<file path="config.mk">
export PLATFORM = sky130hd
export DESIGN_NAME = lsu_load_pipe
export DESIGN_NICKNAME = d
export VERILOG_FILES = /design/src/design/lsu_access_pkg.sv /design/src/design/lsu_data_pkg.sv /design/src/design/lsu_addr_gen.sv /design/src/design/load_fwd_align.sv /design/src/design/load_byte_lane.sv /design/src/design/load_data_extend.sv /design/src/design/lsu_load_pipe.sv
export VERILOG_INCLUDE_DIRS = /design/src
export SDC_FILE = /design/constraint.sdc
export NUM_CORES = 1
export LEC_CHECK = 0
export ABC_AREA = 1
export BUFFER_PORTS_ARGS = -buffer_cell sky130_fd_sc_hd__buf_2
export CAP_MARGIN = 20
export CORE_MARGIN = 4
export CORE_UTILIZATION = 30
export DETAILED_ROUTE_END_ITERATION = 8
export PLACE_DENSITY = 0.56
export SETUP_SLACK_MARGIN = 0.2
export SYNTH_ARGS = -nofsm -noshare
export SYNTH_HDL_FRONTEND = slang
export SYNTH_SLANG_ARGS = --single-unit
</file>
<file path="constraint.sdc">
create_clock -name i_clk -period 3.3 [get_ports i_clk]
set_input_delay 0.33 -clock i_clk [delete_from_list [all_inputs] [get_ports i_clk]]
set_output_delay 0.33 -clock i_clk [all_outputs]
set_load 0.005 [all_outputs]
</file>
<file path="src/lsu_load_cfg.svh">
// --------------------------------------
// Load pipe configuration
// Address width, doubleword bytes and
// destination tag width
// --------------------------------------

`ifndef LSU_LOAD_CFG_SVH
`define LSU_LOAD_CFG_SVH

// Physical address width
// (no translation in this pipe)
`define LSU_VADDR_W 32

// Bytes in one doubleword, which is also the
// width of the L1D read port
`define LSU_DATA_B 8

// Destination register tag
`define LSU_TAG_W 6

`endif

</file>
<file path="src/design/lsu_access_pkg.sv">
// --------------------------------------
// Load request types
// Access size, sign mode, address, tag
// --------------------------------------

`include "lsu_load_cfg.svh"

package lsu_access_pkg;

  // Access size, encoded as log2 of bytes
  typedef enum logic [1:0] {
    SIZE_B  = 2'd0,
    SIZE_H  = 2'd1,
    SIZE_W  = 2'd2,
    SIZE_DW = 2'd3
  } size_t;

  // Extension mode of the loaded value
  typedef enum logic {
    SIGN_U = 1'b0,
    SIGN_S = 1'b1
  } sign_t;

  // Load address
  typedef logic [`LSU_VADDR_W-1:0] vaddr_t;

  // Destination register tag
  typedef logic [`LSU_TAG_W-1:0] ld_tag_t;

endpackage

</file>
<file path="src/design/lsu_data_pkg.sv">
// --------------------------------------
// Load data path types
// Doubleword, byte, byte mask, offset
// --------------------------------------

`include "lsu_load_cfg.svh"

package lsu_data_pkg;

  localparam int DATA_W     = `LSU_DATA_B * 8;
  localparam int BYTE_OFF_W = $clog2(`LSU_DATA_B);

  // One doubleword in lane order
  typedef logic [DATA_W-1:0] data_t;

  typedef logic [7:0] byte_t;

  // One bit per byte lane
  typedef logic [`LSU_DATA_B-1:0] byte_mask_t;

  // Byte position inside a doubleword
  typedef logic [BYTE_OFF_W-1:0] byte_off_t;

endpackage

</file>
<file path="src/design/lsu_addr_gen.sv">
// --------------------------------------
// Load pipe front end
// EX1/EX2 registers, address add,
// misalign check and L1D read request
// --------------------------------------

`timescale 1ns/1ps
`include "lsu_load_cfg.svh"

module lsu_addr_gen (
  input  logic                    i_clk,
  input  logic                    i_reset_n,
  input  logic                    i_issue_valid,
  input  lsu_access_pkg::ld_tag_t i_issue_tag,
  input  lsu_access_pkg::vaddr_t  i_issue_base,
  input  lsu_access_pkg::vaddr_t  i_issue_offset,
  input  lsu_access_pkg::size_t   i_issue_size,
  input  lsu_access_pkg::sign_t   i_issue_sign,
  output logic                    o_l1d_rd_valid,
  output lsu_access_pkg::vaddr_t  o_l1d_rd_addr,
  output logic                    o_ex2_valid,
  output lsu_access_pkg::vaddr_t  o_ex2_addr,
  output lsu_access_pkg::size_t   o_ex2_size,
  output lsu_access_pkg::sign_t   o_ex2_sign,
  output lsu_access_pkg::ld_tag_t o_ex2_tag,
  output logic                    o_ex2_misalign
);
  import lsu_access_pkg::*;

  logic    r_ex1_valid;
  ld_tag_t r_ex1_tag;
  vaddr_t  r_ex1_base;
  vaddr_t  r_ex1_offset;
  size_t   r_ex1_size;
  sign_t   r_ex1_sign;

  vaddr_t  w_ex1_addr;
  vaddr_t  w_ex1_size_mask;
  logic    w_ex1_misalign;

  // --------------------------------------
  // EX1 stage
  // --------------------------------------
  always_ff @(posedge i_clk, negedge i_reset_n) begin
    if (!i_reset_n) begin
      r_ex1_valid <= 1'b0;
    end else begin
      r_ex1_valid <= i_issue_valid;
    end
  end

  always_ff @(posedge i_clk) begin
    r_ex1_tag    <= i_issue_tag;
    r_ex1_base   <= i_issue_base;
    r_ex1_offset <= i_issue_offset;
    r_ex1_size   <= i_issue_size;
    r_ex1_sign   <= i_issue_sign;
  end

  assign w_ex1_addr = r_ex1_base + r_ex1_offset;

  // Low address bits that must be zero for this size
  assign w_ex1_size_mask = (vaddr_t'(1) << r_ex1_size) - vaddr_t'(1);
  assign w_ex1_misalign  = |(w_ex1_addr & w_ex1_size_mask);

  // Doubleword read, skipped for misaligned loads
  assign o_l1d_rd_valid = r_ex1_valid & ~w_ex1_misalign;
  assign o_l1d_rd_addr  = w_ex1_addr & ~vaddr_t'(`LSU_DATA_B - 1);

  // --------------------------------------
  // EX2 stage
  // --------------------------------------
  always_ff @(posedge i_clk, negedge i_reset_n) begin
    if (!i_reset_n) begin
      o_ex2_valid <= 1'b0;
    end else begin
      o_ex2_valid <= r_ex1_valid;
    end
  end

  always_ff @(posedge i_clk) begin
    o_ex2_addr     <= w_ex1_addr;
    o_ex2_size     <= r_ex1_size;
    o_ex2_sign     <= r_ex1_sign;
    o_ex2_tag      <= r_ex1_tag;
    o_ex2_misalign <= w_ex1_misalign;
  end

  // A cache read only goes out for a load aligned to its size
  a_no_misaligned_read : assert property (@(posedge i_clk) disable iff (!i_reset_n)
    o_l1d_rd_valid |-> ((r_ex1_size == SIZE_B)
                     || (r_ex1_size == SIZE_H && w_ex1_addr[0] == 1'b0)
                     || (r_ex1_size == SIZE_W && w_ex1_addr[1:0] == 2'b00)
                     || (w_ex1_addr[2:0] == 3'b000)));

endmodule

</file>
<file path="src/design/load_fwd_align.sv">
// --------------------------------------
// EX2 forward request and alignment
// Shifts forward and L1D data to the
// load's first byte, builds the mask
// of bytes the size needs
// --------------------------------------

`timescale 1ns/1ps

module load_fwd_align (
  input  logic                       i_ex2_valid,
  input  lsu_access_pkg::vaddr_t     i_ex2_addr,
  input  lsu_access_pkg::size_t      i_ex2_size,
  input  logic                       i_ex2_misalign,
  input  lsu_data_pkg::data_t        i_l1d_data,
  input  lsu_data_pkg::byte_mask_t   i_stq_fwd_dw,
  input  lsu_data_pkg::data_t        i_stq_fwd_data,
  input  lsu_data_pkg::byte_mask_t   i_stbuf_fwd_dw,
  input  lsu_data_pkg::data_t        i_stbuf_fwd_data,
  output logic                       o_fwd_valid,
  output lsu_access_pkg::vaddr_t     o_fwd_addr,
  output lsu_data_pkg::byte_mask_t   o_stq_dw,
  output lsu_data_pkg::data_t        o_stq_data,
  output lsu_data_pkg::byte_mask_t   o_stbuf_dw,
  output lsu_data_pkg::data_t        o_stbuf_data,
  output lsu_data_pkg::data_t        o_l1d_aligned,
  output lsu_data_pkg::byte_mask_t   o_expected_dw
);
  import lsu_access_pkg::*;
  import lsu_data_pkg::*;

  byte_off_t               w_off;
  logic [BYTE_OFF_W+2:0]   w_bit_shift;

  assign w_off       = i_ex2_addr[BYTE_OFF_W-1:0];
  assign w_bit_shift = {w_off, 3'b000};

  // Store queue and store buffer lookup
  // by doubleword address
  assign o_fwd_valid = i_ex2_valid & ~i_ex2_misalign;
  assign o_fwd_addr  = {i_ex2_addr[$bits(vaddr_t)-1:BYTE_OFF_W], {BYTE_OFF_W{1'b0}}};

  // --------------------------------------
  // Move every source down so that lane 0
  // holds the load's first byte
  // --------------------------------------
  assign o_stq_dw      = i_stq_fwd_dw >> w_off;
  assign o_stq_data    = i_stq_fwd_data >> w_bit_shift;
  assign o_stbuf_dw    = i_stbuf_fwd_dw >> w_off;
  assign o_stbuf_data  = i_stbuf_fwd_data >> w_bit_shift;
  assign o_l1d_aligned = i_l1d_data >> w_bit_shift;

  // Low bytes the access covers
  always_comb begin
    case (i_ex2_size)
      SIZE_B  : o_expected_dw = byte_mask_t'(8'h01);
      SIZE_H  : o_expected_dw = byte_mask_t'(8'h03);
      SIZE_W  : o_expected_dw = byte_mask_t'(8'h0f);
      SIZE_DW : o_expected_dw = '1;
      default : o_expected_dw = '0;
    endcase
  end

endmodule

</file>
<file path="src/design/load_byte_lane.sv">
// --------------------------------------
// One byte lane of the load merge
// STQ over store buffer over L1D
// --------------------------------------

`timescale 1ns/1ps

module load_byte_lane (
  input  logic                i_stq_hit,
  input  lsu_data_pkg::byte_t i_stq_byte,
  input  logic                i_stbuf_hit,
  input  lsu_data_pkg::byte_t i_stbuf_byte,
  input  logic                i_l1d_hit,
  input  lsu_data_pkg::byte_t i_l1d_byte,
  output lsu_data_pkg::byte_t o_byte,
  output logic                o_covered
);
  import lsu_data_pkg::*;

  logic  w_fwd_hit;
  byte_t w_fwd_byte;

  // Younger store data in the queue wins
  assign w_fwd_hit  = i_stq_hit | i_stbuf_hit;
  assign w_fwd_byte = i_stq_hit ? i_stq_byte : i_stbuf_byte;

  // Cache byte only counts on a hit
  always_comb begin
    if (w_fwd_hit) begin
      o_byte = w_fwd_byte;
    end else if (i_l1d_hit) begin
      o_byte = i_l1d_byte;
    end else begin
      o_byte = '0;
    end
  end

  assign o_covered = w_fwd_hit | i_l1d_hit;

endmodule

</file>
<file path="src/design/load_data_extend.sv">
// --------------------------------------
// Load result stage
// Byte assembly, success check, size
// extension and EX3 result registers
// --------------------------------------

`timescale 1ns/1ps

module load_data_extend (
  input  logic                     i_clk,
  input  logic                     i_reset_n,
  input  logic                     i_ex2_valid,
  input  lsu_access_pkg::ld_tag_t  i_ex2_tag,
  input  lsu_access_pkg::vaddr_t   i_ex2_addr,
  input  lsu_access_pkg::size_t    i_ex2_size,
  input  lsu_access_pkg::sign_t    i_ex2_sign,
  input  logic                     i_ex2_misalign,
  input  lsu_data_pkg::data_t      i_lane_data,
  input  lsu_data_pkg::byte_mask_t i_lane_covered,
  input  lsu_data_pkg::byte_mask_t i_expected_dw,
  output logic                     o_wb_valid,
  output lsu_access_pkg::ld_tag_t  o_wb_tag,
  output lsu_data_pkg::data_t      o_wb_data,
  output logic                     o_replay_valid,
  output lsu_access_pkg::ld_tag_t  o_replay_tag,
  output logic                     o_except_valid,
  output lsu_access_pkg::ld_tag_t  o_except_tag,
  output lsu_access_pkg::vaddr_t   o_except_addr
);
  import lsu_access_pkg::*;
  import lsu_data_pkg::*;

  logic    w_success;
  logic    w_signed;
  data_t   w_ext_data;

  ld_tag_t r_ex3_tag;
  vaddr_t  r_ex3_addr;
  data_t   r_ex3_data;

  // Bytes outside the access never block it
  assign w_success = &(i_lane_covered | ~i_expected_dw);
  assign w_signed  = (i_ex2_sign == SIGN_S);

  // --------------------------------------
  // Extension by size
  // --------------------------------------
  always_comb begin
    case (i_ex2_size)
      SIZE_B  : w_ext_data = {{(DATA_W-8){w_signed & i_lane_data[7]}}, i_lane_data[7:0]};
      SIZE_H  : w_ext_data = {{(DATA_W-16){w_signed & i_lane_data[15]}}, i_lane_data[15:0]};
      SIZE_W  : w_ext_data = {{(DATA_W-32){w_signed & i_lane_data[31]}}, i_lane_data[31:0]};
      default : w_ext_data = i_lane_data;
    endcase
  end

  // --------------------------------------
  // EX3 registers
  // --------------------------------------
  always_ff @(posedge i_clk, negedge i_reset_n) begin
    if (!i_reset_n) begin
      o_wb_valid     <= 1'b0;
      o_replay_valid <= 1'b0;
      o_except_valid <= 1'b0;
    end else begin
      o_wb_valid     <= i_ex2_valid & ~i_ex2_misalign & w_success;
      o_replay_valid <= i_ex2_valid & ~i_ex2_misalign & ~w_success;
      o_except_valid <= i_ex2_valid & i_ex2_misalign;
    end
  end

  always_ff @(posedge i_clk) begin
    r_ex3_tag  <= i_ex2_tag;
    r_ex3_addr <= i_ex2_addr;
    r_ex3_data <= w_ext_data;
  end

  // One tag register serves all three reports
  assign o_wb_tag      = r_ex3_tag;
  assign o_wb_data     = r_ex3_data;
  assign o_replay_tag  = r_ex3_tag;
  assign o_except_tag  = r_ex3_tag;
  assign o_except_addr = r_ex3_addr;

  // Success check needs exactly the low bytes of the access size
  a_expected_low_bytes : assert property (@(posedge i_clk) disable iff (!i_reset_n)
    i_ex2_valid |-> (i_expected_dw == byte_mask_t'((1 << (1 << i_ex2_size)) - 1)));

endmodule

</file>
<file path="src/design/lsu_load_pipe.sv">
// --------------------------------------
// Three-stage load pipe top level
// Address stage, forward alignment,
// byte lanes and result stage
// --------------------------------------

`timescale 1ns/1ps
`include "lsu_load_cfg.svh"

module lsu_load_pipe (
  input  logic                     i_clk,
  input  logic                     i_reset_n,
  // Issue
  input  logic                     i_issue_valid,
  input  lsu_access_pkg::ld_tag_t  i_issue_tag,
  input  lsu_access_pkg::vaddr_t   i_issue_base,
  input  lsu_access_pkg::vaddr_t   i_issue_offset,
  input  lsu_access_pkg::size_t    i_issue_size,
  input  lsu_access_pkg::sign_t    i_issue_sign,
  // L1D read
  output logic                     o_l1d_rd_valid,
  output lsu_access_pkg::vaddr_t   o_l1d_rd_addr,
  input  logic                     i_l1d_hit,
  input  lsu_data_pkg::data_t      i_l1d_data,
  // Store forwarding
  output logic                     o_fwd_valid,
  output lsu_access_pkg::vaddr_t   o_fwd_addr,
  input  lsu_data_pkg::byte_mask_t i_stq_fwd_dw,
  input  lsu_data_pkg::data_t      i_stq_fwd_data,
  input  lsu_data_pkg::byte_mask_t i_stbuf_fwd_dw,
  input  lsu_data_pkg::data_t      i_stbuf_fwd_data,
  // Results
  output logic                     o_wb_valid,
  output lsu_access_pkg::ld_tag_t  o_wb_tag,
  output lsu_data_pkg::data_t      o_wb_data,
  output logic                     o_replay_valid,
  output lsu_access_pkg::ld_tag_t  o_replay_tag,
  output logic                     o_except_valid,
  output lsu_access_pkg::ld_tag_t  o_except_tag,
  output lsu_access_pkg::vaddr_t   o_except_addr
);

  logic                     w_ex2_valid;
  lsu_access_pkg::vaddr_t   w_ex2_addr;
  lsu_access_pkg::size_t    w_ex2_size;
  lsu_access_pkg::sign_t    w_ex2_sign;
  lsu_access_pkg::ld_tag_t  w_ex2_tag;
  logic                     w_ex2_misalign;

  lsu_data_pkg::byte_mask_t w_stq_dw;
  lsu_data_pkg::data_t      w_stq_data;
  lsu_data_pkg::byte_mask_t w_stbuf_dw;
  lsu_data_pkg::data_t      w_stbuf_data;
  lsu_data_pkg::data_t      w_l1d_aligned;
  lsu_data_pkg::byte_mask_t w_expected_dw;

  lsu_data_pkg::data_t      w_lane_data;
  lsu_data_pkg::byte_mask_t w_lane_covered;

  lsu_addr_gen u_addr_gen (
    .i_clk          (i_clk),
    .i_reset_n      (i_reset_n),
    .i_issue_valid  (i_issue_valid),
    .i_issue_tag    (i_issue_tag),
    .i_issue_base   (i_issue_base),
    .i_issue_offset (i_issue_offset),
    .i_issue_size   (i_issue_size),
    .i_issue_sign   (i_issue_sign),
    .o_l1d_rd_valid (o_l1d_rd_valid),
    .o_l1d_rd_addr  (o_l1d_rd_addr),
    .o_ex2_valid    (w_ex2_valid),
    .o_ex2_addr     (w_ex2_addr),
    .o_ex2_size     (w_ex2_size),
    .o_ex2_sign     (w_ex2_sign),
    .o_ex2_tag      (w_ex2_tag),
    .o_ex2_misalign (w_ex2_misalign)
  );

  load_fwd_align u_fwd_align (
    .i_ex2_valid      (w_ex2_valid),
    .i_ex2_addr       (w_ex2_addr),
    .i_ex2_size       (w_ex2_size),
    .i_ex2_misalign   (w_ex2_misalign),
    .i_l1d_data       (i_l1d_data),
    .i_stq_fwd_dw     (i_stq_fwd_dw),
    .i_stq_fwd_data   (i_stq_fwd_data),
    .i_stbuf_fwd_dw   (i_stbuf_fwd_dw),
    .i_stbuf_fwd_data (i_stbuf_fwd_data),
    .o_fwd_valid      (o_fwd_valid),
    .o_fwd_addr       (o_fwd_addr),
    .o_stq_dw         (w_stq_dw),
    .o_stq_data       (w_stq_data),
    .o_stbuf_dw       (w_stbuf_dw),
    .o_stbuf_data     (w_stbuf_data),
    .o_l1d_aligned    (w_l1d_aligned),
    .o_expected_dw    (w_expected_dw)
  );

  // Per-byte merge, lane 0 is the load's first byte
  for (genvar b_idx = 0; b_idx < `LSU_DATA_B; b_idx++) begin : g_lane
    load_byte_lane u_lane (
      .i_stq_hit    (w_stq_dw[b_idx]),
      .i_stq_byte   (w_stq_data[b_idx*8 +: 8]),
      .i_stbuf_hit  (w_stbuf_dw[b_idx]),
      .i_stbuf_byte (w_stbuf_data[b_idx*8 +: 8]),
      .i_l1d_hit    (i_l1d_hit),
      .i_l1d_byte   (w_l1d_aligned[b_idx*8 +: 8]),
      .o_byte       (w_lane_data[b_idx*8 +: 8]),
      .o_covered    (w_lane_covered[b_idx])
    );
  end

  load_data_extend u_extend (
    .i_clk          (i_clk),
    .i_reset_n      (i_reset_n),
    .i_ex2_valid    (w_ex2_valid),
    .i_ex2_tag      (w_ex2_tag),
    .i_ex2_addr     (w_ex2_addr),
    .i_ex2_size     (w_ex2_size),
    .i_ex2_sign     (w_ex2_sign),
    .i_ex2_misalign (w_ex2_misalign),
    .i_lane_data    (w_lane_data),
    .i_lane_covered (w_lane_covered),
    .i_expected_dw  (w_expected_dw),
    .o_wb_valid     (o_wb_valid),
    .o_wb_tag       (o_wb_tag),
    .o_wb_data      (o_wb_data),
    .o_replay_valid (o_replay_valid),
    .o_replay_tag   (o_replay_tag),
    .o_except_valid (o_except_valid),
    .o_except_tag   (o_except_tag),
    .o_except_addr  (o_except_addr)
  );

endmodule

</file>
==> impl_metrics.yaml <==
clocking:
  numCtsBuffers: 25
  cts_sinks: 222
  cts-root-buf: "clkbuf_16"
  htree_levels: 1
  cts_buffer_depth: 3
  clk_pin_slew_ns: 0.06
  clock_latency_ns: 0.56
  cts_tree: "built"
sta:
  hold_violations: 0
  tightest_slew_ns: 0.695
  tns_ns: 0
  period_minus_slack_ns: 3.03
  fin_worst_skew_ns: 0.0279
  final.period_utilization_pct: 91.8
  drv_slew: 0
  setup_viol: 0
  fmax_mhz: 330
  rsz0062_at_grt: "yes"
  relSlewSlack_pct: 53.6
synthesis:
  synth_compound_area_share_pct: 16.8
  synthAdderAreaFrac_pct: 2.93
  synthesis.area_sq_um: 14400
  synth_top_family_by_area: "simple AND/OR/NAND/NOR gates"
  yosys_warnings: 0
  synthMuxAreaShare_pct: 3.42
  ys_seq_elements: 222
  ys_seq_area_share_pct: 31.1
  ys_types: 56
  synth_top_flop_cell: "dfxtp_1"
  synth-edff-count: 0
  syn_area_per_cell_sq_um: 6.65
  synth_cells: 2160
  synth_xor_area_share_pct: 1.04
  synth-simple-area-share_pct: 32.3
  synthArstFlopShare_pct: 2.25
die:
  initial_utilization_pct: 30.6
  std_cell_rows: 79
  die_w_um: 227
  core_area_sq_um: 47000
  die_y_um: 227
  ios: 468
  fp.dieArea_sq_um: 51400
global_routing:
  grt_antenna_before_repair: 6
  grt_usage_pct: 25.2
  grt_overflow: 0
  first_global_vias: 16300
  grt_pass1_wl_um: 99000
  grt_max_degree: 104
worst_setup_path:
  cp-end-kind: "output pin"
  reg2reg_slack_ns: 0.41
  worst-setup-path-type: "flip-flop to output pin"
  cp.arrival_ns: 2.70
  worstPathRequired_ns: 2.97
  start_kind: "flip-flop"
  cp_max_fo: 4
place:
  dp.cells: 3074
  place_congestion: 0.953
  port_buffers: 461
  place_hpwl_um: 54800
power_and_ir_drop:
  ir_drop_mv: 0.450
  power_density_nw_per_um2: 579
  p_leak_nw: 9.13
routing:
  drtAntennaViolNets: 0
  num_vias: 16600
  dr.pass1.iters: 6
  wirelength_um: 68700
  post-route-drc-count: 0
  viasPerCell: 5.18
  drt_iter0_drc: 1630
  route.detailed.wl_per_inst_um: 21.5
cells_and_area:
  drive_gt1_share_pct: 25.5
  layout.cells.non_filler: 3198
  final_common_cell: "nand2_1"
  syn2layout_area_growth_pct: 27.9
  nets: 2888
  fill_cells: 5074
  utilization_pct: 39.1
  layout_common_cells: "nand2_1 (724), buf_2 (461), dfxtp_1 (215)"
worst_hold_path:
  min_path_type: "input pin to async pin"
flow_run:
  cap_viol_max_count: 0
status:
  outcome: "finished, final reports clean"
logic make-up after synthesis:
| family | Yosys count |
|---|---|
| flops | 222 |
| mux | 49 |
| buf+inv | 320 |
| fa+ha+maj | 33 |
| compound gates | 419 |
| simple gates | 1099 |
| other cells | 1 |
| xor+xnor | 17 |
final timing paths:
check,startpoint,endpoint,depth (start not counted)
max in group asynchronous,i_reset_n,u_extend.o_except_valid$_DFF_PN0_,2
hold / removal,i_reset_n,u_extend.o_replay_valid$_DFF_PN0_,2
setup / recovery,u_addr_gen.r_ex1_offset[0]$_DFF_P_,o_l1d_rd_valid,12
hold reg to reg,u_addr_gen.r_ex1_sign$_DFF_P_,u_addr_gen.o_ex2_sign$_DFF_P_,0
setup reg to reg,u_addr_gen.o_ex2_addr[0]$_DFF_P_,u_extend.o_wb_data[27]$_DFF_P_,10
min in group i_clk,i_l1d_hit,u_extend.o_wb_valid$_DFF_PN0_,3
layout make-up:
class                           count  area, sq um  share of cell area (%)
Multi-Input combinational cell   1623         8410                    45.8
Sequential cell                   222         4480                    24.4
Tap cell                          607          759                    4.13
Clock inverter                     10          115                   0.627
Inverter                          125          474                    2.58
Timing Repair Buffer              573         3390                    18.5
Clock buffer                       36          738                    4.02
Antenna cell                        2         5.00                  0.0272
metrics by stage:
stage | cell area (sq um) | power, mW | setup WS (ns) | hold slack [ns]
3_3_place_gp | 16500 | 7.64 | 0.288 | 0.147
3_5_place_dp | 16500 | 7.63 | 0.313 | 0.151
6_report | 18400 | 10.6 | 0.271 | 0.118
2_1_floorplan | 14400 | 5.92 | 1.05 | 0.0344
4_1_cts | 18200 | 10.6 | 0.179 | 0.114
5_1_grt | 18400 | 11.2 | 0.102 | 0.111
layer usage:
metal | vias to the layer above | GRT usage (%) | routed length [um]
li1 | 7926 | - | -
met1 | 7686 | 31.1 | 27100
met3 | 150 | 3.79 | 5010
met2 | 801 | 44.1 | 33400
met5 | - | 0 | 55
met4 | 8 | 10.3 | 3090
report_power, final:
part / internal (mW) / switching (mW) / total (mW)
Combinational: 1.49 / 2.83 / 4.32
Sequential: 3.19 / 0.257 / 3.45
Clock: 1.66 / 1.21 / 2.87
Total: 6.34 / 4.29 / 10.6
state kept, by name (all words and copies together), names as in the netlist:
name                       cells
u_addr_gen.o_ex2_misalign      1
u_addr_gen.o_ex2_sign          1
u_addr_gen.o_ex2_valid         1
u_addr_gen.r_ex1_tag           6
u_addr_gen.r_ex1_size          2
u_addr_gen.o_ex2_tag           6
u_addr_gen.r_ex1_base         32
u_addr_gen.o_ex2_size          2
u_extend.o_except_addr        32
u_addr_gen.r_ex1_sign          1
u_addr_gen.o_ex2_addr         32
u_extend.o_replay_valid        1
u_extend.o_except_valid        1
u_extend.o_wb_data            64
u_extend.o_except_tag          6
u_addr_gen.r_ex1_valid         1
u_addr_gen.r_ex1_offset       32
u_extend.o_wb_valid            1
worst max-delay path: stages, from the launching register on:
cell,delay (ns)
dfxtp_1,0.31
ha_2,0.19
fa_2,0.39
nand3_2,0.10
nand3_2,0.11
nand2_1,0.10
nand2_2,0.09
xnor2_2,0.18
a21oi_2,0.09
nor3_4,0.24
nand3_2,0.13
nor2_2,0.09
buf_2,0.13
synthesized netlist by cell type (22+ instances only):
library cell	n	area share, %
nand2_1	734	19
dfxtp_1	217	30
nand3_1	192	6.7
o21ai_0	191	6.7
inv_1	115	3.0
buf_4	91	4.8
nor2_1	88	2.3
a21oi_1	68	2.4
buf_2	50	1.7
mux2i_1	49	3.4
o21ai_1	37	1.3
o22ai_1	35	1.5
ha_1	32	2.8
clkbuf_1	26	0.68
o211ai_1	22	1.2
what timing repair did:
item | 4_1_cts | 5_1_grt
setup endpoints to repair | 4 | 16
hold buffers | 75 | 0
hold endpoints to repair | 79 | 0
resized for setup | 24 | 42
pin swaps | 4 | 4
buffers inserted | 0 | 1
Power figures use the tool's default switching activity.
